===== src/include/gpu_defines.svh =====
`ifndef GPU_DEFINES_SVH
`define GPU_DEFINES_SVH

// Register command fields
`define CMD_ADDR_W        7
`define CMD_DATA_W        32

// Video memory geometry, 1024 words of RGB565
`define VRAM_ADDR_W       10
`define PIXEL_W           16
`define LINE_WORDS        16

// FIFO sizing
`define CMD_FIFO_DEPTH    8
`define PIX_FIFO_DEPTH    16
`define CMD_ALMOST_FULL   6

// Register map
`define REG_MEM_ADDR      7'h00
`define REG_MEM_DATA      7'h01
`define REG_FILL_BASE     7'h02
`define REG_FILL_VALUE    7'h03
`define REG_FILL_COUNT    7'h04
`define REG_DISP_BASE     7'h05
`define REG_LINE_FETCH    7'h06
`define REG_STATUS        7'h07

`endif


===== src/design/gpu_mem_pkg.sv =====
`include "gpu_defines.svh"

package gpu_mem_pkg;

    // =========================================================================
    // Video memory side
    // =========================================================================

    // RGB565 word, also the memory word
    typedef logic [`PIXEL_W-1:0] pixel_t;

    // Single-word access from one master
    typedef struct packed {
        logic                    we;
        logic [`VRAM_ADDR_W-1:0] addr;
        pixel_t                  wdata;
    } vram_req_t;

    // Arbiter slots, highest priority first
    typedef enum logic [1:0] {
        DISP = 2'd0,
        HOST = 2'd1,
        FILL = 2'd2
    } master_e;

endpackage


===== src/design/fill_engine.sv =====
`timescale 1ns/1ps
`include "gpu_defines.svh"

module fill_engine (
    input  logic                    clk_core,
    input  logic                    rst_n_core,
    input  logic                    fill_start,
    input  logic [`VRAM_ADDR_W-1:0] fill_base,
    input  gpu_mem_pkg::pixel_t     fill_value,
    input  logic [`VRAM_ADDR_W:0]   fill_count,
    output logic                    fill_busy,
    output logic                    req,
    output gpu_mem_pkg::vram_req_t  bus,
    input  logic                    ack
);

    import gpu_mem_pkg::*;

    // Word being written and words still to go
    logic [`VRAM_ADDR_W-1:0] cur_addr;
    logic [`VRAM_ADDR_W:0]   remaining;

    always_ff @(posedge clk_core or negedge rst_n_core) begin
        if (!rst_n_core) begin
            fill_busy <= 1'b0;
            req       <= 1'b0;
            cur_addr  <= '0;
            remaining <= '0;
        end else if (!fill_busy) begin
            // Zero count is a no-op
            if (fill_start && fill_count != '0) begin
                fill_busy <= 1'b1;
                cur_addr  <= fill_base;
                remaining <= fill_count;
            end
        end else if (req && ack) begin
            // Word done, release the link
            req       <= 1'b0;
            cur_addr  <= cur_addr + 1'b1;
            remaining <= remaining - 1'b1;
        end else if (!req && !ack) begin
            // Link idle again
            if (remaining == '0) begin
                fill_busy <= 1'b0;
            end else begin
                req <= 1'b1;
            end
        end
    end

    // Address wraps at top of memory through the counter width
    assign bus = vram_req_t'{we: 1'b1, addr: cur_addr, wdata: fill_value};

    // Request held steady until the arbiter answers
    a_req_stable: assert property (
        @(posedge clk_core) disable iff (!rst_n_core)
        (req && !ack) |=> (req && $stable(bus))
    );

endmodule


===== config.mk =====
export PLATFORM = sky130hd
export DESIGN_NAME = fill_engine
export DESIGN_NICKNAME = d
export VERILOG_FILES = /design/src/design/gpu_mem_pkg.sv /design/src/design/fill_engine.sv
export VERILOG_INCLUDE_DIRS = /design/src /design/src/include
export SDC_FILE = /design/constraint.sdc
export NUM_CORES = 1
export LEC_CHECK = 0
export BUFFER_PORTS_ARGS = -buffer_cell sky130_fd_sc_hd__buf_2
export CAP_MARGIN = 0
export CORE_UTILIZATION = 52
export DETAILED_ROUTE_END_ITERATION = 10
export PLACE_DENSITY = 0.86
export SYNTH_ARGS = -nofsm -noshare
export SYNTH_HDL_FRONTEND = slang
export SYNTH_SLANG_ARGS = --single-unit

===== constraint.sdc =====
create_clock -name clk_core -period 2.5 [get_ports clk_core]
set_input_delay 0.5 -clock clk_core [delete_from_list [all_inputs] [get_ports clk_core]]
set_output_delay 0.5 -clock clk_core [all_outputs]
set_load 0.005 [all_outputs]

# Word level (Yosys, flattened, before mapping)
# Index checks and enable logic that the tools add are counted.
# word_totals
inputBits	41
reg_bits	23
# classes
eq_ne	2
n_reduce_logical	11
add_sub_neg	2
mux	14
# op_table
op	n
$mux 11	3
$mux 10	3
$logic_not 11->1	1
$reduce_bool 11->1	1
$sub 11x1->11 const B	1
$add 10x1->10 const B	1
$mux 1	8
$reduce_bool 2->1	2
$logic_and 1x1->1	3
$reduce_and 3->1	1
$logic_not 1->1	2
$ne 2x1->1 const B	1
$ne 2x2->1 const B	1
$reduce_and 2->1	1

# Depth between registers and ports, before layout
# logic_depth
word_depth	5
ltp_mapped	6
ltp_nobuf	6

# Least setup slack after synthesis
# OpenSTA, ideal clock, no wires.
# synth_timing
kind	input to register
startpoint	input port ack
endpoint	register remaining[7]
setup_ns	0.094
setup_slack_ns	0.921
required_ns	2.406
t_arrival_ns	1.485
cell_stages	5
path_cell_list	ha_1 -> nor4b_1 -> nand2_1 -> xnor2_1 -> a221oi_2
# synth_via
elab_chain_cells	3
# synth_rtl
element	line_no	text
from (decl)	fill_engine.sv:14	input logic ack
$logic_and 1x1->1	fill_engine.sv:36	end else if (req && ack) begin
$ne 2x1->1 (no source line)	--	
$reduce_and 2->1 (no source line)	--	
to (signal assigned)	fill_engine.sv:34	remaining <= fill_count;
to (signal assigned)	fill_engine.sv:40	remaining <= remaining - 1'b1;
to (decl)	fill_engine.sv:21	logic [`VRAM_ADDR_W:0] remaining;
# Every way passes these cells.
# A chain may end at the register's enable or synchronous reset.

# Worst setup path after layout
# layout_timing
startpoint	register req
endpoint	register remaining[1]
# layout_via
elab_chain_cells	3
# layout_rtl
element	line_no	text
from (decl)	fill_engine.sv:12	output logic req,
from (signal assigned)	fill_engine.sv:26	req <= 1'b0;
from (signal assigned)	fill_engine.sv:38	req <= 1'b0;
from (signal assigned)	fill_engine.sv:46	req <= 1'b1;
$logic_and 1x1->1	fill_engine.sv:36	
$ne 2x1->1 (no source line)	--	
$reduce_and 2->1 (no source line)	--	
# Every way passes these cells.

==> metrics.md <==
| Metric | Value |
|---|---|
| Vias per inst | `5.91` |
| Syn nets | `226` |
| Slowest CP cell | `ha_1` |
| CTS Sinks | `23` |
| CP Class | `flop to flop` |
| Clock Tree Root | `clkbuf_4` |
| CTS H-tree lvls | `1` |
| Critical path startpoint category | `flop` |
| CTS tree | `done` |
| Layout cells sized above 1 | `27.4%` |
| Final min period | `2.00 ns` |
| Post-DRT Antenna Nets | `0` |
| Flip-flop and latch count after synthesis | `23` |
| Post-cts sizing count | `0` |
| Synth Area per Inst | `9.27 µm²` |
| Critical Path RT | `2.76 ns` |
| N_diodes | `0` |
| Most frequent cells in the layout | `buf_2, dfrtp_1, inv_1` |
| Async S/R FF share, synth | `100%` |
| Initial antenna violation count | `0` |
| Top-Level Pins | `70` |
| # port buffers | `36` |
| Worst hold slack | `0.143 ns` |
| Die Y | `58.8 µm` |
| Least-Margin Pin Slew | `0.543 ns` |
| Static leakage power | `0.819 nW` |
| Critical path launch point | `req` |
| Vias in the first global route | `1362` |
| Tcrit/Tclk final | `79.9%` |
| Initial DRT Pass Iterations | `4` |
| Distinct cells, synth | `47` |
| First-pass GRT wire length | `6300 µm` |
| Final setup margin | `0.502 ns` |
| Clock transition at path regs | `0.13 ns` |
| Max_cap viols | `0` |
| Crit-path cells | `ha_1 -> mux2i_1 -> a41oi_2 -> buf_4 -> o211ai_1 -> o21ai_1` |
| Maximum vdd drop | `0.491 mV` |
| RSZ-0062 raised after global routing | `no` |
| Reg2reg start | `req` |
| Post-Syn Area | `0.00168 mm²` |
| Longest Clk Path Bufs | `2` |
| Hold Buf Count CTS | `0` |
| Outcome | `finished clean` |
| Most used DFF post-synth | `dfrtp_1` |
| Total CTS buffers | `3` |
| GRT overflow | `0` |
| Initial Utilization | `55.0%` |
| Post-synth EDFFs | `0` |
| Syn Inst Count | `181` |
| Clock latency on the worst-skew pair | `0.31 ns` |
| GP Congestion | `0.832` |
| Final Net Count | `247` |
| Relative slew slack | `63.8%` |
| CP max FO | `15` |
| Post-CTS Setup Bufs | `0` |
| Detail Placement HPWL | `2730 µm` |
| Synth area leader | `dfrtp_1` |
| PD cells | `824 mW/mm²` |
| Layout area overhead | `7.38%` |
| Total wire length | `3760 µm` |
| Top cells by area, synth | `dfrtp_1, buf_4, o221a_1, nor4_4, mux2i_1` |
| Setup TNS | `0 ns` |
| Fin. Hold Viols | `0` |
| Max-slew violations | `0` |
| Slowest stage delay, CP | `0.49 ns` |
| Worst Skew | `0.00338 ns` |
| Ys Warns | `0` |
| Fillcell total | `295` |
| Max Clock Freq | `0.500 GHz` |
| Hold crit path type | `input pin to async pin` |
| Largest net degree at the start of global routing | `24` |
| Core area | `0.00305 mm²` |
| WP data arrival | `2.25 ns` |
| Share of the synthesized area in the top cell type | `34.3%` |
| Setup slack at placement | `0.378 ns` |
| Die width | `58.8 µm` |
| Residual DRC count | `0` |
| Final setup viols | `0` |
| Rows | `20` |
| Vias | `1449` |
| Die Area | `0.00346 mm²` |
| Setup crit end kind | `flop` |
| WL/cell | `15.3 µm` |
| Sequential cell area fraction in the yosys report | `34.3%` |
| Overall Global Routing Usage | `24.6%` |
| Detailed Route Iter0 Violations | `59` |
| Most common cell after layout, fill and taps aside | `buf_2` |
critical path: cells and delay by family, from the launching register on:
kind,cells,cell delay [ns]
compound gates,3,0.60
buf+inv,1,0.24
mux,1,0.19
flops,1,0.41
fa+ha+maj,1,0.49
power breakdown:
part	switching [W]	total [W]	internal, W
clock network	0.000119	0.000179	0.0000599
logic	0.000310	0.000619	0.000309
registers	0.000190	0.000688	0.000498
stage by stage:
stage	cell area [µm²]	power [W]	util (%)	std cells
after floorplan	1680	0.00112	-	181
after global placement	1770	0.00128	58.1	241
after detailed placement	1770	0.00131	58.1	241
after CTS	1800	0.00149	59.0	245
after global routing	1800	0.00163	59.0	245
final	1800	0.00149	59.0	245
flip-flops by register name, indices dropped and copies added, names as in the netlist:
signal     cells
cur_addr      10
req            1
fill_busy      1
remaining     11
cell usage after synthesis (6+ instances only):
cell type and n:
nand2_1 9, o21ai_0 7, inv_1 15, mux2i_1 6, o221a_1 6, a21oi_1 11, nor2_1 13, dfrtp_1 23
buf_4 17
final cells by class:
cell class / instances / area, µm² / area share, %
clock buffer: 3 / 22.5 / 1.25
clock inverter: 1 / 5.00 / 0.278
inverter: 15 / 56.3 / 3.12
multi-input combinational: 120 / 885 / 49.1
sequential: 23 / 576 / 31.9
tap: 44 / 55.1 / 3.06
timing repair buffer: 39 / 203 / 11.2
worst paths after layout:
kind	end	slack, ns	cells past startpoint
min	remaining[9]	0.14	1
min reg2reg	remaining[8]	0.61	2
max	remaining[1]	0.50	6
max reg2reg	remaining[1]	0.50	6
max in group asynchronous	req	1.99	1
min in group clk_core	cur_addr[4]	0.45	3
routing by layer:
metal	track usage, %	wire [µm]	vias up
met4	11.9	65	0
met2	37.0	1720	45
li1	-	-	692
met5	0	0	-
met1	33.5	1800	704
met3	5.05	177	8
cells by family after synthesis:
| group | count (synthesis) | share of synthesized area [%] |
|---|---|---|
| AND/OR/NAND/NOR | 55 | 20.3 |
| buffers and inverters | 38 | 13.0 |
| AO/OA/AOI/OAI | 47 | 21.8 |
| other | 1 | 0.223 |
| XOR/XNOR | 6 | 3.13 |
| multiplexers | 7 | 4.25 |
| adder cells (fa/ha/maj) | 4 | 2.98 |
| flip-flops | 23 | 34.3 |
Note: power is estimated with default switching activity, not from simulation.
