## config.mk

```make
export PLATFORM = sky130hd
export DESIGN_NAME = sync_fifo
export DESIGN_NICKNAME = d
export VERILOG_FILES = /design/src/design/sync_fifo.sv
export SDC_FILE = /design/constraint.sdc
export NUM_CORES = 1
export LEC_CHECK = 0
export ABC_AREA = 1
export CORE_MARGIN = 1
export CORE_UTILIZATION = 65
export CTS_CLUSTER_DIAMETER = 40
export DETAILED_ROUTE_END_ITERATION = 10
export DONT_BUFFER_PORTS = 1
export PLACE_DENSITY = 0.81
export SYNTH_ARGS = -nofsm -noshare
export SYNTH_HDL_FRONTEND = slang
export SYNTH_SLANG_ARGS = --single-unit
```

## constraint.sdc

```tcl
create_clock -name clk_core -period 4.8 [get_ports clk_core]
set_clock_uncertainty 0.1 [all_clocks]
set_input_delay 0.72 -clock clk_core [delete_from_list [all_inputs] [get_ports clk_core]]
set_output_delay 0.72 -clock clk_core [all_outputs]
set_load 0.01 [all_outputs]
```

## src/design/sync_fifo.sv

```systemverilog
`timescale 1ns/1ps

module sync_fifo #(
    parameter type payload_t = logic [7:0],
    parameter int  DEPTH     = 8,
    parameter int  AF_LEVEL  = 6
) (
    input  logic     clk_core,
    input  logic     rst_n_core,
    input  logic     push,
    input  payload_t din,
    input  logic     pop,
    output payload_t dout,
    output logic     empty,
    output logic     full,
    output logic     almost_full
);

    localparam int PTR_W = (DEPTH > 1) ? $clog2(DEPTH) : 1;
    localparam int CNT_W = $clog2(DEPTH + 1);

    payload_t         mem [DEPTH];
    logic [PTR_W-1:0] wr_ptr;
    logic [PTR_W-1:0] rd_ptr;
    logic [CNT_W-1:0] count;

    // Head entry always visible
    assign dout        = mem[rd_ptr];
    assign empty       = (count == '0);
    assign full        = (count == CNT_W'(DEPTH));
    assign almost_full = (count >= CNT_W'(AF_LEVEL));

    // Storage
    always_ff @(posedge clk_core) begin
        if (push) begin
            mem[wr_ptr] <= din;
        end
    end

    // Pointers and occupancy
    always_ff @(posedge clk_core or negedge rst_n_core) begin
        if (!rst_n_core) begin
            wr_ptr <= '0;
            rd_ptr <= '0;
            count  <= '0;
        end else begin
            if (push) begin
                wr_ptr <= (wr_ptr == PTR_W'(DEPTH - 1)) ? '0 : wr_ptr + 1'b1;
            end
            if (pop) begin
                rd_ptr <= (rd_ptr == PTR_W'(DEPTH - 1)) ? '0 : rd_ptr + 1'b1;
            end
            count <= count + CNT_W'(push) - CNT_W'(pop);
        end
    end

    // Producer and consumer both honour the flags
    a_no_overflow_underflow: assert property (
        @(posedge clk_core) disable iff (!rst_n_core)
        !(push && full) && !(pop && empty)
    );

endmodule

```

## After elaboration in Yosys (flattened, before gate mapping)

Memories as Yosys holds them, arrays and structs flattened.
Cells that the tools add are included.

- Eq/ne operators: 3
- Add/sub/neg operators: 4
- Divide/modulo/power cells: 0
- Reductions and logical operators: 1
- $mul: 0
- Shift operators: 0
- Order comparisons: 1
- Bitwise operators: 0
- Multiplexer cells: 4

Operators with widths:

| operator | number |
|---|---|
| $add A3 B1 Y3 const B | 2 |
| $eq A3 B3 Y1 const B | 2 |
| $mux W3 | 2 |
| $add A4 B1 Y4 | 1 |
| $eq A4 B4 Y1 const B | 1 |
| $ge A4 B3 Y1 const B | 1 |
| $logic_not A4 Y1 | 1 |
| $sub A4 B1 Y4 | 1 |
| $mux W1 | 2 |

- Logic and storage cells: 17
- RAM bits: 64
- Memories kept: 1
- Memory bits (read-only): 0
- Bits in latches: 0
- Input port bits: 12
- Output and inout bits: 11
- Bits in registers: 10

Memories:

| memory | words | bits a word | rd ports | clocked after Yosys merged registers in | wr ports | RTL line | RTL |
|---|---|---|---|---|---|---|---|
| mem | 8 | 8 | 1 | 0 | 1 | 22 | `payload_t mem [DEPTH];` |

## Logic depth before layout (Yosys ltp)

- Word-level depth: 2
- Gate-level depth with buffers: 8
- Depth with buffers taken out: 7

## Least setup slack after synthesis

OpenSTA, ideal clock, no wires.

- Path kind: input -> register
- From: in pop
- To: reg count[2]
- Cell stages on the path: 5
- Data arrival time: 1.700 ns
- Path buffers: 0
- Setup slack: 2.877 ns
- Data required time: 4.577 ns
- Setup time: 0.123 ns
- Cell sequence: ha_1 -> inv_1 -> ha_1 -> fa_1 -> xor2_1

- Word-level cells in the longest chain between the ends: 1

RTL lines:

| item | RTL line | RTL |
|---|---|---|
| start, declared | 12 | `input logic pop,` |
| $sub A4 B1 Y4 | 53 | `count <= count + CNT_W'(push) - CNT_W'(pop);` |
| end signal, assigned | 53 |  |
| end, declared | 25 | `logic [CNT_W-1:0] count;` |

Every way passes these cells.
A chain may end at the register's enable or synchronous reset.

==> impl_metrics.sql <==
INSERT INTO impl_metrics (metric_group, metric, value, unit) VALUES
('detailed_routing', 'totalWireLength', '6300', 'microns'),
('logic_synthesis', 'synth_warnings', '0', ''),
('placed_design', 'hpwl', '3880', 'microns'),
('timing', 'max_slew_headroom_at_the_worst_pin', '20.0', '%'),
('clock_tree', 'h-tree-depth', '3', ''),
('timing', 'post-route-min-period', '3120', 'ps'),
('logic_synthesis', 'count_leader_synth', 'sky130_fd_sc_hd__nand2_1', ''),
('floorplan', 'die_w', '75.2', 'microns'),
('timing', 'final.period_utilization', '64.9', '%'),
('placed_design', 'number_of_cells_in_the_design_after_placement', '406', ''),
('detailed_routing', 'routed_wire_length_per_instance', '14.9', 'microns'),
('clock_tree', 'clock_pin_slew_worst_setup_and_hold_paths', '80', 'ps'),
('floorplan', 'row_count', '26', ''),
('global_route', 'number_of_antenna_violations_at_the_first_check_in_global_routing', '0', ''),
('logic_synthesis', 'asyncSetResetFlopFracSynth', '13.5', '%'),
('detailed_routing', 'viasPerCell', '5.12', ''),
('setup_path', 'critical_path_peak_fanout', '35', ''),
('setup_path', 'critPathRequiredTime', '3980', 'ps'),
('layout', 'n_fill_cell', '383', ''),
('global_route', 'grt_pass1_vias', '1949', ''),
('timing', 'rsz0062_at_grt', 'false', ''),
('logic_synthesis', 'post_synth_inst_count', '347', ''),
('pwr', 'power.leakage', '1.72', 'nW'),
('timing', 'final-hold-violation-count', '0', ''),
('detailed_routing', 'via_count', '2164', ''),
('detailed_routing', 'met1Wirelength', '2650', 'microns'),
('setup_path', 'cp_common_cell', 'sky130_fd_sc_hd__nand2_1', ''),
('pwr', 'p_per_area', '537', 'mW/mm^2'),
('logic_synthesis', 'post_synth_instance_area', '0.00348', 'sq mm'),
('floorplan', 'initial_core_utilization', '67.7', '%'),
('detailed_routing', 'detailroute.wirelength.met2', '3140', 'microns'),
('logic_synthesis', 'synthDominantCellAreaShare', '55.2', '%'),
('logic_synthesis', 'synth-edff-count', '64', ''),
('logic_synthesis', 'synth_area_leaders', 'sky130_fd_sc_hd__edfxtp_1, sky130_fd_sc_hd__nand2_1, sky130_fd_sc_hd__inv_1, sky130_fd_sc_hd__dfrtp_1, sky130_fd_sc_hd__nand3_1', ''),
('setup_path', 'setup.worst_path.end_class', 'primary output', ''),
('placed_design', 'dpl_worst_slack', '2070', 'ps'),
('pwr', 'ir_drop', '0.392', 'mV'),
('logic_synthesis', 'synthesis.nets', '371', ''),
('global_route', 'grt_start_max_net_pins', '36', ''),
('timing', 'timing.final.max_slew_violations', '0', ''),
('logic_synthesis', 'yosysUniqueCellTypes', '20', ''),
('timing', 'post-route-worst-setup-slack', '1680', 'ps'),
('setup_path', 'critical_path.cell_chain', 'inv_6, nand2_2, nand3_1, nand2_1, nand2_1, nand2_1', ''),
('layout', 'syn2layout_area_growth', '5.93', '%'),
('logic_synthesis', 'ys_ff_latch', '74', ''),
('setup_path', 'reg2regPathDepth', '4', ''),
('layout', 'count_of_antenna_diodes_in_the_layout', '0', ''),
('setup_path', 'arrival', '2300', 'ps'),
('detailed_routing', 'maxUsedRoutingLayer', 'met4', ''),
('timing', 'setup_viol', '0', ''),
('logic_synthesis', 'register_area_share_after_synthesis', '62.4', '%'),
('detailed_routing', 'post-route-drc-count', '0', ''),
('clock_tree', 'cts_buffer_depth', '2', ''),
('layout', 'multi_input_area', '898', 'sq um'),
('logic_synthesis', 'ys_dominant_reg_cell', 'sky130_fd_sc_hd__edfxtp_1', ''),
('clock_tree', 'clkSinkCount', '74', ''),
('run', 'drv_cap', '0', ''),
('detailed_routing', 'route.antenna.remaining_nets', '0', ''),
('timing', 'upper_clock_frequency_limit', '321', 'MHz'),
('detailed_routing', 'drt-pass1-iter-count', '5', ''),
('timing', 'total_negative_slack', '0', 'ps'),
('logic_synthesis', 'synth_commonest_cells', 'sky130_fd_sc_hd__nand2_1, sky130_fd_sc_hd__inv_1, sky130_fd_sc_hd__edfxtp_1', ''),
('setup_path', 'reg2reg_capture_point', 'rd_ptr[2]$_DFFE_PN0P_', ''),
('layout', 'fin_cells', '423', ''),
('clock_tree', 'clk_latency', '340', 'ps'),
('setup_path', 'critical_path_buf_inv_count', '1', ''),
('floorplan', 'die_y_extent', '75.2', 'microns'),
('setup_path', 'worst_path_largest_cell_delay', '1140', 'ps'),
('status', 'status', 'finished clean', ''),
('min_path', 'hold-path-cell-count', '0', ''),
('timing', 'timing_worst_slew_pin_value', '1200', 'ps');
worst reg2reg max path: stages (launching register included):
cell	delay (ps)
sky130_fd_sc_hd__dfrtp_1	1140
sky130_fd_sc_hd__ha_1	300
sky130_fd_sc_hd__ha_1	230
sky130_fd_sc_hd__nand2_1	60
sky130_fd_sc_hd__o21ai_0	70
kinds of logic after synthesis:
group / share of synthesized area, %
AO/OA/AOI/OAI: 1.01
XOR/XNOR: 0.504
adder cells (fa/ha/maj): 4.53
buffers and inverters: 11.8
flip-flops: 62.4
AND/OR/NAND/NOR: 19.8
registers in the layout, indices dropped and copies added (netlist names):
name    count
mem        64
wr_ptr      3
count       4
rd_ptr      3
worst max path at each step:
stage	endpoint	slack, ps	depth (start not counted)
detailed placement	dout[6]	2070	6
finish	dout[2]	1680	6
global route	dout[6]	1460	6
CTS	dout[6]	1690	6
global placement	dout[7]	2120	6
floorplan	count[2]$_DFF_PN0_	2880	5
report_power, final:
part           switching [mW]  leakage (nW)  total (mW)  internal (mW)
clock                   0.226         0.107       0.517          0.292
sequential              0.105         0.702       0.910          0.805
combinational           0.370         0.912       0.554          0.183
total                   0.701          1.72        1.98           1.28
layer usage:
layer / GRT usage, % / up-vias
met4: 9.26 / 0
met5: 0 / -
li1: - / 1086
met2: 39.3 / 65
met1: 31.8 / 1004
met3: 7.36 / 9
cells in the final DEF (no fill, tap or decap), types with 5 or more instances in the layout:
cell / count
sky130_fd_sc_hd__dfrtp_1: 10
sky130_fd_sc_hd__o21ai_0: 5
sky130_fd_sc_hd__nor2_1: 9
sky130_fd_sc_hd__clkbuf_8: 9
sky130_fd_sc_hd__inv_1: 75
sky130_fd_sc_hd__ha_1: 11
sky130_fd_sc_hd__nand2_2: 10
sky130_fd_sc_hd__edfxtp_1: 64
sky130_fd_sc_hd__nand3_1: 35
sky130_fd_sc_hd__nand2_1: 107
through the flow:
step	utilization (%)	area (sq um)	hold slack (ps)	total power, mW
after detailed placement	67.3	3460	325	1.47
after floorplan	-	3480	324	1.39
after CTS	71.7	3690	357	1.98
after global routing	71.7	3690	349	2.11
final	71.7	3690	366	1.98
after global placement	67.3	3460	325	1.45
repair_timing:
| item | CTS | global route |
|---|---|---|
| endpoints found under the hold margin | 10 | 0 |
| buffers inserted | 0 | 0 |
| hold buffers | 1 | 0 |
| resized for setup | 0 | 0 |
cell type report:
class	instances	share of cell area, %
sequential	74	58.9
multi-input combinational	184	24.4
inverter	78	8.15
clock buffer	9	3.36
clock inverter	7	2.55
tap	70	2.38
timing repair buffer	1	0.272
(Power assumes the default switching activity.)
