$ cat config.mk
export PLATFORM = sky130hd
export DESIGN_NAME = scanline_fetch
export DESIGN_NICKNAME = d
export VERILOG_FILES = /design/src/design/gpu_mem_pkg.sv /design/src/design/scanline_fetch.sv
export VERILOG_INCLUDE_DIRS = /design/src /design/src/include
export SDC_FILE = /design/constraint.sdc
export NUM_CORES = 1
export LEC_CHECK = 0
export BUFFER_PORTS_ARGS = -buffer_cell sky130_fd_sc_hd__buf_4
export CORE_MARGIN = 3
export CORE_UTILIZATION = 40
export CTS_CLUSTER_DIAMETER = 100
export DETAILED_ROUTE_END_ITERATION = 10
export GPL_ROUTABILITY_DRIVEN = 0
export PLACE_DENSITY = 0.75
export RECOVER_POWER = 100
export SLEW_MARGIN = 40
export SYNTH_ARGS = -nofsm -noshare
export SYNTH_HDL_FRONTEND = slang
export SYNTH_SLANG_ARGS = --single-unit
$ cat constraint.sdc
create_clock -name clk_core -period 2.9 [get_ports clk_core]
set_input_delay 0.145 -clock clk_core [delete_from_list [all_inputs] [get_ports clk_core]]
set_output_delay 0.145 -clock clk_core [all_outputs]
set_load 0.02 [all_outputs]
$ cat src/include/gpu_defines.svh
`ifndef GPU_DEFINES_SVH
`define GPU_DEFINES_SVH

// Register command fields
`define CMD_ADDR_W        7
`define CMD_DATA_W        32

// Video memory geometry, 1024 words of RGB565
`define VRAM_ADDR_W       10
`define PIXEL_W           16
`define LINE_WORDS        16

// FIFO sizing
`define CMD_FIFO_DEPTH    8
`define PIX_FIFO_DEPTH    16
`define CMD_ALMOST_FULL   6

// Register map
`define REG_MEM_ADDR      7'h00
`define REG_MEM_DATA      7'h01
`define REG_FILL_BASE     7'h02
`define REG_FILL_VALUE    7'h03
`define REG_FILL_COUNT    7'h04
`define REG_DISP_BASE     7'h05
`define REG_LINE_FETCH    7'h06
`define REG_STATUS        7'h07

`endif

$ cat src/design/gpu_mem_pkg.sv
`include "gpu_defines.svh"

package gpu_mem_pkg;

    // =========================================================================
    // Video memory side
    // =========================================================================

    // RGB565 word, also the memory word
    typedef logic [`PIXEL_W-1:0] pixel_t;

    // Single-word access from one master
    typedef struct packed {
        logic                    we;
        logic [`VRAM_ADDR_W-1:0] addr;
        pixel_t                  wdata;
    } vram_req_t;

    // Arbiter slots, highest priority first
    typedef enum logic [1:0] {
        DISP = 2'd0,
        HOST = 2'd1,
        FILL = 2'd2
    } master_e;

endpackage

$ cat src/design/scanline_fetch.sv
`timescale 1ns/1ps
`include "gpu_defines.svh"

module scanline_fetch (
    input  logic                    clk_core,
    input  logic                    rst_n_core,
    input  logic                    line_start,
    input  logic [`VRAM_ADDR_W-1:0] line_index,
    input  logic [`VRAM_ADDR_W-1:0] disp_base,
    output logic                    req,
    output gpu_mem_pkg::vram_req_t  bus,
    input  logic                    ack,
    input  gpu_mem_pkg::pixel_t     rdata,
    output logic                    pix_push,
    output gpu_mem_pkg::pixel_t     pix_data,
    input  logic                    pix_full
);

    import gpu_mem_pkg::*;

    localparam int LINE_SHIFT = $clog2(`LINE_WORDS);
    localparam int CNT_W      = $clog2(`LINE_WORDS + 1);

    logic                    active;
    logic [`VRAM_ADDR_W-1:0] cur_addr;
    logic [CNT_W-1:0]        remaining;

    always_ff @(posedge clk_core or negedge rst_n_core) begin
        if (!rst_n_core) begin
            active    <= 1'b0;
            req       <= 1'b0;
            cur_addr  <= '0;
            remaining <= '0;
        end else if (!active) begin
            // New line request is ignored while one is in progress
            if (line_start) begin
                active    <= 1'b1;
                cur_addr  <= disp_base + (line_index << LINE_SHIFT);
                remaining <= CNT_W'(`LINE_WORDS);
            end
        end else if (req && ack) begin
            req       <= 1'b0;
            cur_addr  <= cur_addr + 1'b1;
            remaining <= remaining - 1'b1;
        end else if (!req && !ack) begin
            if (remaining == '0) begin
                active <= 1'b0;
            end else if (!pix_full) begin
                // Only this block pushes, so a free slot stays free until ack
                req <= 1'b1;
            end
        end
    end

    // Read-only requests
    assign bus = vram_req_t'{we: 1'b0, addr: cur_addr, wdata: '0};

    // Pixel goes into the FIFO with its ack
    assign pix_push = req && ack;
    assign pix_data = rdata;

endmodule

# Word-level counts from Yosys, hierarchy flattened
# Index checks and enable logic that the tools add are counted.
# classes
n_addsub,3
n_eq_ne,3
n_mux,15
reduce_logical,9
# op_table
operator,count
$mux 10,3
$mux 5,3
$add 10x1->10 const B,1
$add 10x10->10,1
$mux 1,9
$ne 2x2->1 const B,3
$logic_not 5->1,1
$sub 5x1->5 const B,1
$reduce_and 4->1,1
$reduce_bool 2->1,2
$logic_and 1x1->1,2
$logic_not 1->1,2
$reduce_and 2->1,1
# totals
regBits,17
input_bits,41
wordCells,34

# Logic depth before layout (Yosys ltp)
# logic_depth
depth_word,5
depth_mapped,8
mapped_depth_nobuf,8

# Worst setup path before layout
# Ideal clock, no wire load.
# synth_path
kind,reg-to-reg
from,register req
to,register cur_addr[5]
setup_ns,0.104
arrival_ns,1.580
slack_ns,1.217
stages_incl_launch_ff,8
path_cell_list,dfrtp_1 > ha_1 > and2_1 > buf_2 > nand4_1 > nand2_1 > a21oi_1 > a221oi_1
# synth_between
elab_chain_cells,3
# synth_rtl
item,line_no,source
start: declaration,scanline_fetch.sv:10,"output logic req,"
start signal: assignment,scanline_fetch.sv:31,req <= 1'b0;
start signal: assignment,scanline_fetch.sv:42,req <= 1'b0;
start signal: assignment,scanline_fetch.sv:50,req <= 1'b1;
$logic_and 1x1->1,-,
named net pix_push,scanline_fetch.sv:14,"output logic pix_push,"
$ne 2x2->1 (no line),-,
$reduce_and 2->1 (no line),-,
end signal: assignment,scanline_fetch.sv:38,cur_addr <= disp_base + (line_index << LINE_SHIFT);
end signal: assignment,scanline_fetch.sv:43,cur_addr <= cur_addr + 1'b1;
end: declaration,scanline_fetch.sv:25,logic [`VRAM_ADDR_W-1:0] cur_addr;
# The timed path passes the listed nets, and every way through them passes these cells.
# A chain may end at the register's enable or synchronous reset.

# Worst setup path in the final report
# layout_path
from,register active
to,register cur_addr[8]
# layout_between
elab_chain_cells,2
word_cells_on_any_way,4
classes_between,eq/ne: 1; mux: 1; reduce/logical: 2
# layout_rtl
item,line_no,source
start: declaration,scanline_fetch.sv:24,logic active;
start signal: assignment,scanline_fetch.sv:30,active <= 1'b0;
start signal: assignment,scanline_fetch.sv:37,active <= 1'b1;
start signal: assignment,scanline_fetch.sv:47,active <= 1'b0;
$ne 2x2->1 (no line) / $reduce_bool 2->1 (equally long branches),-,
$reduce_and 2->1 (no line),-,
# Parallel ways exist; a longest one is shown, timed or not.

==> flow_summary.rst <==
.. list-table::
   :header-rows: 1

   * - Metric
     - Value
   * - CTS root buffer
     - sky130_fd_sc_hd__clkbuf_4
   * - Buffer depth of the longest clock path
     - 2
   * - Final Hold Vio Count
     - 0
   * - Per-instance average area after synthesis
     - 8.60 um^2
   * - Detailed-routing iteration count for the pre-antenna-repair pass
     - 4
   * - Starting Density
     - 44.0%
   * - Core ar.
     - 3200 um^2
   * - Post-layout net count
     - 233
   * - Most frequent cells in the layout
     - sky130_fd_sc_hd__nand2_1, sky130_fd_sc_hd__buf_4, sky130_fd_sc_hd__conb_1, sky130_fd_sc_hd__dfrtp_1, sky130_fd_sc_hd__clkbuf_1
   * - Number of vias per cell after detailed routing
     - 4.87
   * - Count of nets left with antenna violations after detail routing
     - 0
   * - Register area share after synthesis
     - 30.2%
   * - Count of unique library cells instantiated by Yosys
     - 41
   * - Synthesis Warnings
     - 0
   * - CP Launch Type
     - flip-flop
   * - Buffers inserted by post-CTS timing repair
     - 0
   * - Post-Synth Adder-Cell Area
     - 9.41%
   * - Area growth syn-to-layout
     - 5.23%
   * - Number of standard cells after synthesis
     - 164
   * - Total vias in the final route
     - 1095
   * - Clock skew
     - 5.06 ps
   * - DRC violation count after routing
     - 0
   * - Standard-cell row count
     - 20
   * - Worst-path cell with the longest stage delay
     - sky130_fd_sc_hd__dfrtp_1
   * - Worst Setup Slack, final
     - 1100 ps
   * - Leakage
     - 0.734 nW
   * - Pre-CTS setup slack
     - 1260 ps
   * - Maximum number of pins on one net before global-route repair
     - 18
   * - Crit. End Element
     - flip-flop
   * - Status
     - completed
   * - Compound-gate portion of the synthesized area
     - 14.1%
   * - Share of async-settable or async-resettable flops after synthesis
     - 100%
   * - Transition at the pin with the smallest max-transition slack
     - 932 ps
   * - Top Family by Delay on Critical Path
     - flip-flops
   * - CTS tree
     - built
   * - Setup violation total in the final timing report
     - 0
   * - Share of cells above drive strength 1
     - 13.8%
   * - HPWL after DPL
     - 2180 um
   * - Critical path required time
     - 3100 ps
   * - Antenna violations before repair
     - 0
   * - Wire length of the first global-routing pass
     - 4580 um
   * - Count of fill cells added during filler insertion
     - 363
   * - Final slew viol count
     - 0
   * - Fraction of synthesized area in multiplexers
     - 2.13%
   * - Clock slew at the register clock pins of the worst setup and hold paths
     - 100 ps
   * - Main combinational cell family by area after synthesis
     - buffers and inverters
   * - Critical path buffers and inverters
     - 1
   * - Xor and xnor fraction of the mapped netlist area
     - 3.73%
   * - Multi-input logic area
     - 731 um^2
   * - Number of enable flip-flop cells after synthesis
     - 0
   * - Chip Width
     - 65.4 um
   * - Worst skew pair latency
     - 300 ps
   * - TritonCTS Buffers
     - 3
   * - Most instantiated flip-flop cell in the synthesis netlist
     - sky130_fd_sc_hd__dfrtp_1
   * - Seq cells post-synth
     - 17
   * - Pwr Density
     - 805 nW/um^2
   * - Max Cap Violations
     - 0
   * - Area of the die
     - 4270 um^2
   * - Vert. Die Dim
     - 65.4 um
   * - Share of synthesized cell area in and, or, nand and nor gates
     - 18.3%
   * - Sequential cell area
     - 425 um^2
   * - Final critical-path share of the clock period
     - 62.1%
   * - F_max
     - 555 MHz
   * - Hold crit path type
     - input pin to flip-flop
   * - CTS sink cnt
     - 17
   * - Critical path's most frequent cell
     - sky130_fd_sc_hd__nand2_1
   * - Largest fanout of any net on the critical path
     - 12
   * - Sum of overflow across all layers after global routing
     - 0
   * - Via count of the first global-routing pass
     - 1045
   * - Worst setup path class
     - flip-flop to flip-flop
   * - H-tree levels
     - 1
   * - Post-detailed-routing wire length
     - 2750 um
   * - Data arrival time of the critical path
     - 2010 ps
   * - RSZ-0062 raised after global routing
     - no
   * - Minimum clock period after layout
     - 1800 ps
   * - Max incr delay on CP
     - 510 ps
   * - Inserted Diodes
     - 0
   * - Total routing resource utilization after global routing
     - 13.6%
   * - Setup TNS
     - 0 ps
   * - Cell Chain, Critical Path
     - clkbuf_1, nand2_1, nand2_1, a21oi_1, a211oi_1
   * - Cell area after synthesis
     - 1410 um^2
   * - Count of pins on the block boundary
     - 86
   * - Initial drt markers
     - 48
   * - Maximum resistive drop on vdd
     - 0.000373 V
   * - Buffers added on ports
     - 32
   * - Max transition margin
     - 37.9%
   * - Routed wire per std cell
     - 12.2 um
==> flip-flops by register name, indices dropped and copies added (netlist names) <==
name,flops
active,1
remaining,5
cur_addr,10
req,1
==> stage by stage <==
step / hold WS [ps] / total power, mW / std cells / instance area, um^2 / util, %
final: 98.2 / 1.19 / 225 / 1480 / 46.3
after floorplan: -151 / 0.946 / 180 / 1470 / -
after CTS: 103 / 1.27 / 225 / 1540 / 48.1
after detailed placement: 22.2 / 1.14 / 220 / 1510 / 47.0
after global routing: 93.4 / 1.32 / 225 / 1480 / 46.3
after global placement: 20.3 / 1.12 / 220 / 1510 / 47.0
==> Yosys cell counts (2+ instances only) <==
| library cell | instances | share of area [%] |
|---|---|---|
| sky130_fd_sc_hd__buf_4 | 33 | 18 |
| sky130_fd_sc_hd__nand2_1 | 19 | 5.1 |
| sky130_fd_sc_hd__dfrtp_1 | 17 | 30 |
| sky130_fd_sc_hd__inv_1 | 11 | 2.9 |
| sky130_fd_sc_hd__ha_1 | 9 | 8.0 |
| sky130_fd_sc_hd__nor2_1 | 8 | 2.1 |
| sky130_fd_sc_hd__o21ai_0 | 8 | 2.8 |
| sky130_fd_sc_hd__a21oi_1 | 6 | 2.1 |
| sky130_fd_sc_hd__buf_2 | 4 | 1.4 |
| sky130_fd_sc_hd__a211oi_1 | 3 | 1.6 |
| sky130_fd_sc_hd__mux2i_1 | 3 | 2.1 |
| sky130_fd_sc_hd__nand3_1 | 3 | 1.1 |
| sky130_fd_sc_hd__nand4_1 | 3 | 1.3 |
| sky130_fd_sc_hd__xnor2_1 | 3 | 1.9 |
| sky130_fd_sc_hd__xor2_1 | 3 | 1.9 |
| sky130_fd_sc_hd__a21o_1 | 2 | 1.1 |
| sky130_fd_sc_hd__and3_1 | 2 | 0.89 |
| sky130_fd_sc_hd__nor3_1 | 2 | 0.71 |
| sky130_fd_sc_hd__nor4_1 | 2 | 0.89 |
| sky130_fd_sc_hd__o22ai_1 | 2 | 0.89 |
==> logic make-up (layout without fill, tap and decap cells) <==
family	count (synthesis)	after routing
other	1	17
xor gates and xnor gates	6	6
buffers and inverters	48	49
DFF	17	17
AOI/OAI and AO/OA	30	30
muxes	3	3
and+or+nand+nor	49	49
adders and majority gates	10	10
==> metal layers <==
layer  share of wire, %  GRT usage, %  vias up
li1                   -             -      549
met4               0.40          3.11        0
met1                 46          18.4      498
met5                  0             0        -
met3                9.0          4.10        3
met2                 45          21.2       45
==> timing repair <==
item,in CTS,in global routing
resized for setup,0,0
endpoints found under the hold margin,17,0
hold buffers,1,0
==> worst paths after layout <==
path | from | endpoint | slack, ps | cells past startpoint
worst max register to register | active | cur_addr[8] | 1100 | 5
worst max-delay path | active | cur_addr[8] | 1100 | 5
worst min register to register | remaining[4] | remaining[4] | 540 | 2
max in group asynchronous | rst_n_core | cur_addr[9] | 1830 | 2
worst min-delay path | disp_base[2] | cur_addr[2] | 100 | 3
min in group asynchronous | rst_n_core | cur_addr[2] | 500 | 2
==> cell type report <==
type,count,share of cell area (%)
sequential,17,28.7
multi-input combinational,115,49.2
tap,44,3.71
clock buffer,4,1.77
inverter,11,2.78
timing repair buffer,34,13.8
==> worst register-to-register path, cell delays in order (launching register included) <==
cell,delay (ps)
sky130_fd_sc_hd__dfrtp_1,510
sky130_fd_sc_hd__clkbuf_1,470
sky130_fd_sc_hd__nand2_1,200
sky130_fd_sc_hd__nand2_1,220
sky130_fd_sc_hd__a21oi_1,90
sky130_fd_sc_hd__a211oi_1,220
==> power by group <==
group	switching, mW	internal, mW
sequential	0.132	0.351
combinational	0.359	0.221
clock	0.0774	0.0536
Note: power is estimated with default switching activity, not from simulation.
