$ cat src/include/gpu_defines.svh
`ifndef GPU_DEFINES_SVH
`define GPU_DEFINES_SVH

// Register command fields
`define CMD_ADDR_W        7
`define CMD_DATA_W        32

// Video memory geometry, 1024 words of RGB565
`define VRAM_ADDR_W       10
`define PIXEL_W           16
`define LINE_WORDS        16

// FIFO sizing
`define CMD_FIFO_DEPTH    8
`define PIX_FIFO_DEPTH    16
`define CMD_ALMOST_FULL   6

// Register map
`define REG_MEM_ADDR      7'h00
`define REG_MEM_DATA      7'h01
`define REG_FILL_BASE     7'h02
`define REG_FILL_VALUE    7'h03
`define REG_FILL_COUNT    7'h04
`define REG_DISP_BASE     7'h05
`define REG_LINE_FETCH    7'h06
`define REG_STATUS        7'h07

`endif

$ cat src/design/gpu_cmd_pkg.sv
`include "gpu_defines.svh"

package gpu_cmd_pkg;

    // =========================================================================
    // Host command path
    // =========================================================================

    // One register command as pushed by the host
    // rw set means a read
    typedef struct packed {
        logic                   rw;
        logic [`CMD_ADDR_W-1:0] addr;
        logic [`CMD_DATA_W-1:0] data;
    } cmd_t;

    // Readback word
    typedef struct packed {
        logic [`CMD_DATA_W-1:0] data;
    } rd_resp_t;

endpackage

$ cat src/design/gpu_mem_pkg.sv
`include "gpu_defines.svh"

package gpu_mem_pkg;

    // =========================================================================
    // Video memory side
    // =========================================================================

    // RGB565 word, also the memory word
    typedef logic [`PIXEL_W-1:0] pixel_t;

    // Single-word access from one master
    typedef struct packed {
        logic                    we;
        logic [`VRAM_ADDR_W-1:0] addr;
        pixel_t                  wdata;
    } vram_req_t;

    // Arbiter slots, highest priority first
    typedef enum logic [1:0] {
        DISP = 2'd0,
        HOST = 2'd1,
        FILL = 2'd2
    } master_e;

endpackage

$ cat src/design/register_file.sv
`timescale 1ns/1ps
`include "gpu_defines.svh"

module register_file (
    input  logic                    clk_core,
    input  logic                    rst_n_core,
    input  logic                    cmd_empty,
    input  gpu_cmd_pkg::cmd_t       cmd_head,
    output logic                    cmd_pop,
    output logic                    rd_valid,
    output gpu_cmd_pkg::rd_resp_t   rd_resp,
    input  logic                    fill_busy,
    output logic                    fill_start,
    output logic [`VRAM_ADDR_W-1:0] fill_base,
    output gpu_mem_pkg::pixel_t     fill_value,
    output logic [`VRAM_ADDR_W:0]   fill_count,
    output logic                    line_start,
    output logic [`VRAM_ADDR_W-1:0] line_index,
    output logic [`VRAM_ADDR_W-1:0] disp_base,
    output logic                    host_req,
    output gpu_mem_pkg::vram_req_t  host_bus,
    input  logic                    host_ack
);

    import gpu_cmd_pkg::*;
    import gpu_mem_pkg::*;

    logic [`VRAM_ADDR_W-1:0] mem_addr;
    logic                    wr_en;
    logic [`CMD_DATA_W-1:0]  rd_data;

    // Stall while a fill starts or runs, or while a host write is in flight
    assign cmd_pop = !cmd_empty && !fill_busy && !fill_start && !host_req && !host_ack;
    assign wr_en   = cmd_pop && !cmd_head.rw;

    // Readback mux, MEM_DATA is write-only
    always_comb begin
        rd_data = '0;
        case (cmd_head.addr)
            `REG_MEM_ADDR:   rd_data = 32'(mem_addr);
            `REG_FILL_BASE:  rd_data = 32'(fill_base);
            `REG_FILL_VALUE: rd_data = 32'(fill_value);
            `REG_FILL_COUNT: rd_data = 32'(fill_count);
            `REG_DISP_BASE:  rd_data = 32'(disp_base);
            `REG_LINE_FETCH: rd_data = 32'(line_index);
            `REG_STATUS:     rd_data[0] = fill_busy;
            default:         rd_data = '0;
        endcase
    end

    // =========================================================================
    // Configuration registers and trigger pulses
    // =========================================================================

    always_ff @(posedge clk_core or negedge rst_n_core) begin
        if (!rst_n_core) begin
            mem_addr   <= '0;
            fill_base  <= '0;
            fill_value <= '0;
            fill_count <= '0;
            disp_base  <= '0;
            line_index <= '0;
            fill_start <= 1'b0;
            line_start <= 1'b0;
            rd_valid   <= 1'b0;
            host_req   <= 1'b0;
        end else begin
            // Single-cycle strobes
            fill_start <= 1'b0;
            line_start <= 1'b0;
            rd_valid   <= cmd_pop && cmd_head.rw;
            // Host link, drop req once the arbiter answers
            if (host_req && host_ack) begin
                host_req <= 1'b0;
            end
            if (wr_en) begin
                case (cmd_head.addr)
                    `REG_MEM_ADDR:   mem_addr   <= cmd_head.data[`VRAM_ADDR_W-1:0];
                    `REG_MEM_DATA:   host_req   <= 1'b1;
                    `REG_FILL_BASE:  fill_base  <= cmd_head.data[`VRAM_ADDR_W-1:0];
                    `REG_FILL_VALUE: fill_value <= cmd_head.data[`PIXEL_W-1:0];
                    `REG_FILL_COUNT: begin
                        // Writing the count kicks off the fill
                        fill_count <= cmd_head.data[`VRAM_ADDR_W:0];
                        fill_start <= 1'b1;
                    end
                    `REG_DISP_BASE:  disp_base  <= cmd_head.data[`VRAM_ADDR_W-1:0];
                    `REG_LINE_FETCH: begin
                        line_index <= cmd_head.data[`VRAM_ADDR_W-1:0];
                        line_start <= 1'b1;
                    end
                    default: ;
                endcase
            end
        end
    end

    // Read data and host write word
    always_ff @(posedge clk_core) begin
        if (cmd_pop && cmd_head.rw) begin
            rd_resp <= rd_resp_t'{data: rd_data};
        end
        if (wr_en && cmd_head.addr == `REG_MEM_DATA) begin
            host_bus <= vram_req_t'{we: 1'b1, addr: mem_addr,
                                    wdata: cmd_head.data[`PIXEL_W-1:0]};
        end
    end

endmodule

$ cat config.mk
export PLATFORM = sky130hd
export DESIGN_NAME = register_file
export DESIGN_NICKNAME = d
export VERILOG_FILES = /design/src/design/gpu_cmd_pkg.sv /design/src/design/gpu_mem_pkg.sv /design/src/design/register_file.sv
export VERILOG_INCLUDE_DIRS = /design/src /design/src/include
export SDC_FILE = /design/constraint.sdc
export NUM_CORES = 1
export LEC_CHECK = 0
export ABC_AREA = 1
export ABC_CLOCK_PERIOD_IN_PS = 2050
export BUFFER_PORTS_ARGS = -buffer_cell sky130_fd_sc_hd__buf_2
export CAP_MARGIN = 0
export CORE_AREA = 2 2 110 112
export CTS_CLUSTER_SIZE = 25
export DETAILED_ROUTE_END_ITERATION = 12
export DIE_AREA = 0 0 112 114
export GPL_TIMING_DRIVEN = 0
export PLACE_DENSITY = 0.78
export SLEW_MARGIN = 20
export SYNTH_ARGS = -nofsm -noshare
export SYNTH_HDL_FRONTEND = slang
export SYNTH_SLANG_ARGS = --single-unit
export TNS_END_PERCENT = 100
$ cat constraint.sdc
create_clock -name clk_core -period 2.05 [get_ports clk_core]
set_input_delay 0.41 -clock clk_core [delete_from_list [all_inputs] [get_ports clk_core]]
set_output_delay 0.41 -clock clk_core [all_outputs]
set_load 0.02 [all_outputs]
* Word-level counts from Yosys, hierarchy flattened
Cells that the tools add are included.
** Operators by class
- Reduce and logical (&&, ||, !) cells :: 21
- Multiplexer cells :: 9
- Eq/ne operators :: 7
** Operators with widths (count)
- $pmux W15 S6 :: 1
- $eq A7 B3 Y1 const B :: 4
- $eq A7 B2 Y1 const B :: 2
- $reduce_and A2 Y1 :: 6
- $logic_and A1 B1 Y1 :: 8
- $eq A7 B1 Y1 const B :: 1
- $logic_not A7 Y1 :: 1
- $mux W1 :: 7
- $pmux W1 S7 :: 1
- $logic_not A1 Y1 :: 6
** Word-level totals
- Bits in registers :: 129
- Output and inout bits :: 121
- Logic and storage cells :: 50

* Depth between registers and ports, before layout
- Word-level depth :: 7
- Gate-level depth with buffers :: 9
- Gate-level depth less buffers :: 8

* Worst setup path before layout
No wires, ideal clock.
- Kind :: reg2reg
- Start :: reg fill_start
- End :: reg host_bus[0] in the netlist's numbering (enable)
- Path buffers :: 2
- Data required time :: 1669 ps
- Path slack :: -52 ps
- Cell stages (with the launch flop) :: 8
- Library setup time :: 381 ps
- Data arrival time :: 1721 ps
- Cells stage by stage :: dfrtp_1 nor2_1 nand4_2 nor2_4 buf_6 buf_6 nand2_1 inv_1
** On the way
- Word-level cells in the longest chain between the ends :: 6
** Ends and longest elaborated chain
- start: declaration :: line register_file.sv:13 : output logic fill_start,
- start signal: assignment :: line register_file.sv:63 : fill_start <= 1'b0;
- start signal: assignment :: line register_file.sv:69 : fill_start <= 1'b0;
- start signal: assignment :: line register_file.sv:85 : fill_start <= 1'b1;
- $logic_not A1 Y1 :: line register_file.sv:33 : assign cmd_pop = !cmd_empty && !fill_busy && !fill_start && !host_req && !host_ack;
- $logic_and A1 B1 Y1 (3 in series) :: line register_file.sv:33
- $logic_and A1 B1 Y1 :: line register_file.sv:34 : assign wr_en = cmd_pop && !cmd_head.rw;
- $logic_and A1 B1 Y1 (no line)
- end signal: assignment :: line register_file.sv:104 : host_bus <= vram_req_t'{we: 1'b1, addr: mem_addr,
- end: declaration :: line register_file.sv:21 : output gpu_mem_pkg::vram_req_t host_bus,
Every way passes these cells.
A chain may end at the register's enable or synchronous reset.

* Worst setup path after layout
- Start :: reg fill_start
- End :: reg host_bus[10] in the netlist's numbering (enable)
The elaborated chain is that of the path after synthesis.

==> run metrics <==
outcome=complete, no violations; Core Region=11700 um2; worst path arrival time=2.10 ns; final setup margin=0.0718 ns; Antenna diodes=0; P_sw=1250 uW; Clk pin slew, worst setup/hold paths=0.05 ns; post-layout util=57.3%; CTS Buf Count=17; grt met3 use=6.16%; Max-Cap Viols=0; vias in the first global route=4163; CTS Buffer Depth=2; Place WS=-0.220 ns; Mapped Avg Cell Area=9.20 um2; clock sink count=113; WL final=15000 um; clock power share=51.7%; RSZ-0062 raised after global routing=no; Logic pwr share=5.6%; post-route ant nets=0; Syn Std Cell Area=5120 um2; GR Layer Usage met1=30.4%; # IOs=166; DR WL/cell=16.9 um; GPL Wtd Cong=0.911; Slowest-stage cell, CP=dfrtp_1; Synth Register Bits=113; number of placement rows=40; Slew Limit Fails=0; worst-path cell chain=nor2_1 > nand4_2 > nor2_4 > buf_6 > buf_6 > nand2_1 > clkinvlp_4 > buf_12; Max Fclk=506 MHz; fin crit share=96.5%; total track usage=24.0%; Die ar.=12800 um2; Via density=5.02; Syn-to-layout area delta=30.9%; H-tree depth=4; later-pin clock latency in the skew report=0.42 ns; CP max FO=13; largest net degree at the start of global routing=50; Distinct cells, synth=22; antenna violations before repair=0; CP required=2.17 ns; total number of vias=4463; crit end category=flop; CTS tree=yes; Pint=4340 uW; final hold viol count=0; startpoint types=flop; met2 Track Usage GR=39.3%; synthesized instance count=557; crit path time final=1.98 ns; GR Overflow Total=0; Peak VDD IR=657 uV; PD cells=833 nW/um2; DRC=0; nets@finish=774; port bufs=132; Max stage delay on crit path=0.37 ns; Seq/Total Area, Yosys=59.3%; critical path class=reg -> reg; Yosys warnings=0; hold crit path type=in -> reg; final count of negative-setup-slack endpoints=0; drt first pass iters=5; GRT Max-Usage Layer=met2; Sequential Power Share=42.7%; CP dominant cell by count=buf_6; sw frac=22.3%; fraction of layout cells with a size suffix above 1=31.0%; first-pass GRT wire length=22800 um; Clock Skew=0.00641 ns; die height=114 um; clk root buf=clkbuf_16; post-DP HPWL=10500 um; Initial DRC Count=411; Die X=112 um; leakage power=0.00368 uW; starting density of the core=43.8%
## cell usage after synthesis
cell type	number	area [um2]
inv_4	1	6.26
edfxtp_1	42	1260
buf_6	6	67.6
nor2_8	1	20.0
nor3_4	1	16.3
dfrtp_1	71	1780
o21ai_0	1	5.00
nand2_4	4	45.0
buf_4	26	195
nand3_1	109	546
nand4_2	1	12.5
nor2_4	2	22.5
conb_1	2	7.51
nand2_1	176	661
inv_1	39	146
nor2_2	3	18.8
nor3_1	10	50.1
nand3_2	1	10.0
nand2_2	7	43.8
inv_2	2	7.51
nor2_1	43	161
buf_2	9	45.0
## placed cells by master, fill, tap and decap left out, types with 3 or more instances in the layout
cell          n
nand2_4       4
edfxtp_1     42
inv_1        38
buf_6         7
clkinv_2      4
nor3_1       10
nand3_1     109
dfrtp_1      71
clkbuf_16    17
conb_1       17
buf_2       140
nand2_1     176
bufinv_16     3
clkinvlp_4    5
buf_4        27
nor2_2        4
clkinv_1      3
nand2_2       7
nor2_1       42
## cells by family (layout without fill, tap and decap cells)
logic type,after synthesis,count (layout),share of synthesized area [%]
other,2,17,0.147
AOI/OAI and AO/OA,1,1,0.0976
buffers and inverters,83,253,9.13
DFF,113,113,59.3
and+or+nand+nor,358,358,31.3
## worst max-delay path: cells and delay by family (launching register included)
kind / cells / cell delay, ns
buffers and inverters: 4 / 0.66
and+or+nand+nor: 4 / 0.65
DFF: 1 / 0.37
## stage by stage
step | std cells | area, um2 | hold WS, ns | power [uW] | TNS [ns]
after floorplan | 572 | 5180 | 0.114 | 2580 | 0
after global placement | 851 | 6030 | 0.470 | 2720 | -9.22
after detailed placement | 853 | 6070 | 0.334 | 2740 | -5.61
after CTS | 888 | 6690 | 0.174 | 5600 | 0
after global routing | 889 | 6710 | 0.175 | 5730 | 0
final | 889 | 6710 | 0.182 | 5590 | 0
## power groups by stage
stage,registers (uW),logic [uW],clock network [uW]
6_report,2380,316,2890
5_1_grt,2390,337,3010
4_1_cts,2380,314,2910
3_5_place_dp,2420,311,0
3_3_place_gp,2420,298,0
2_1_floorplan,2450,134,0
## area by class of cell
| type | instances | area, um2 |
|---|---|---|
| Fill cell | 1047 | 5000 |
| Sequential cell | 113 | 3040 |
| Tap cell | 147 | 184 |
| Inverter | 42 | 164 |
| Clock inverter | 13 | 144 |
| Timing Repair inverter | 1 | 7.51 |
| Buffer | 41 | 308 |
| Clock buffer | 19 | 433 |
| Timing Repair Buffer | 137 | 752 |
| Multi-Input combinational cell | 376 | 1680 |
## state kept, by name (all words and copies together), names as in the netlist
register,count
host_bus,26
fill_value,16
rd_resp,16
fill_count,11
disp_base,10
fill_base,10
line_index,10
mem_addr,10
fill_start,1
host_req,1
line_start,1
rd_valid,1
## per-layer routing
layer	vias up	part of all wire, %
met5	-	0
met2	229	49
met4	0	2.9
li1	2114	-
met3	37	8.3
met1	2083	40
## repair_timing
item / 4_1_cts / 5_1_grt
endpoints found under the setup margin: 26 / 13
hold endpoints to repair: 22 / 0
buffers inserted: 1 / 1
hold buffers: 1 / 0
cloned: 1 / 0
gates resized for setup: 1 / 0
## path summary, 6_finish.rpt
path | start | endpoint | slack, ns | cells past startpoint
max in group asynchronous | rst_n_core | host_req$_DFF_PN0_ | 1.06 | 3
worst min-delay path | cmd_head[14] | host_bus[14]$_DFFE_PP_ | 0.18 | 1
worst max-delay path | fill_start$_DFF_PN0_ | host_bus[10]$_DFFE_PP_ | 0.07 | 8
worst max register to register | fill_start$_DFF_PN0_ | host_bus[10]$_DFFE_PP_ | 0.07 | 8
min in group asynchronous | rst_n_core | fill_base[2]$_DFFE_PN0P_ | 0.44 | 2
worst min register to register | mem_addr[2]$_DFFE_PN0P_ | host_bus[18]$_DFFE_PP_ | 0.49 | 0
Power figures use the tool's default switching activity.
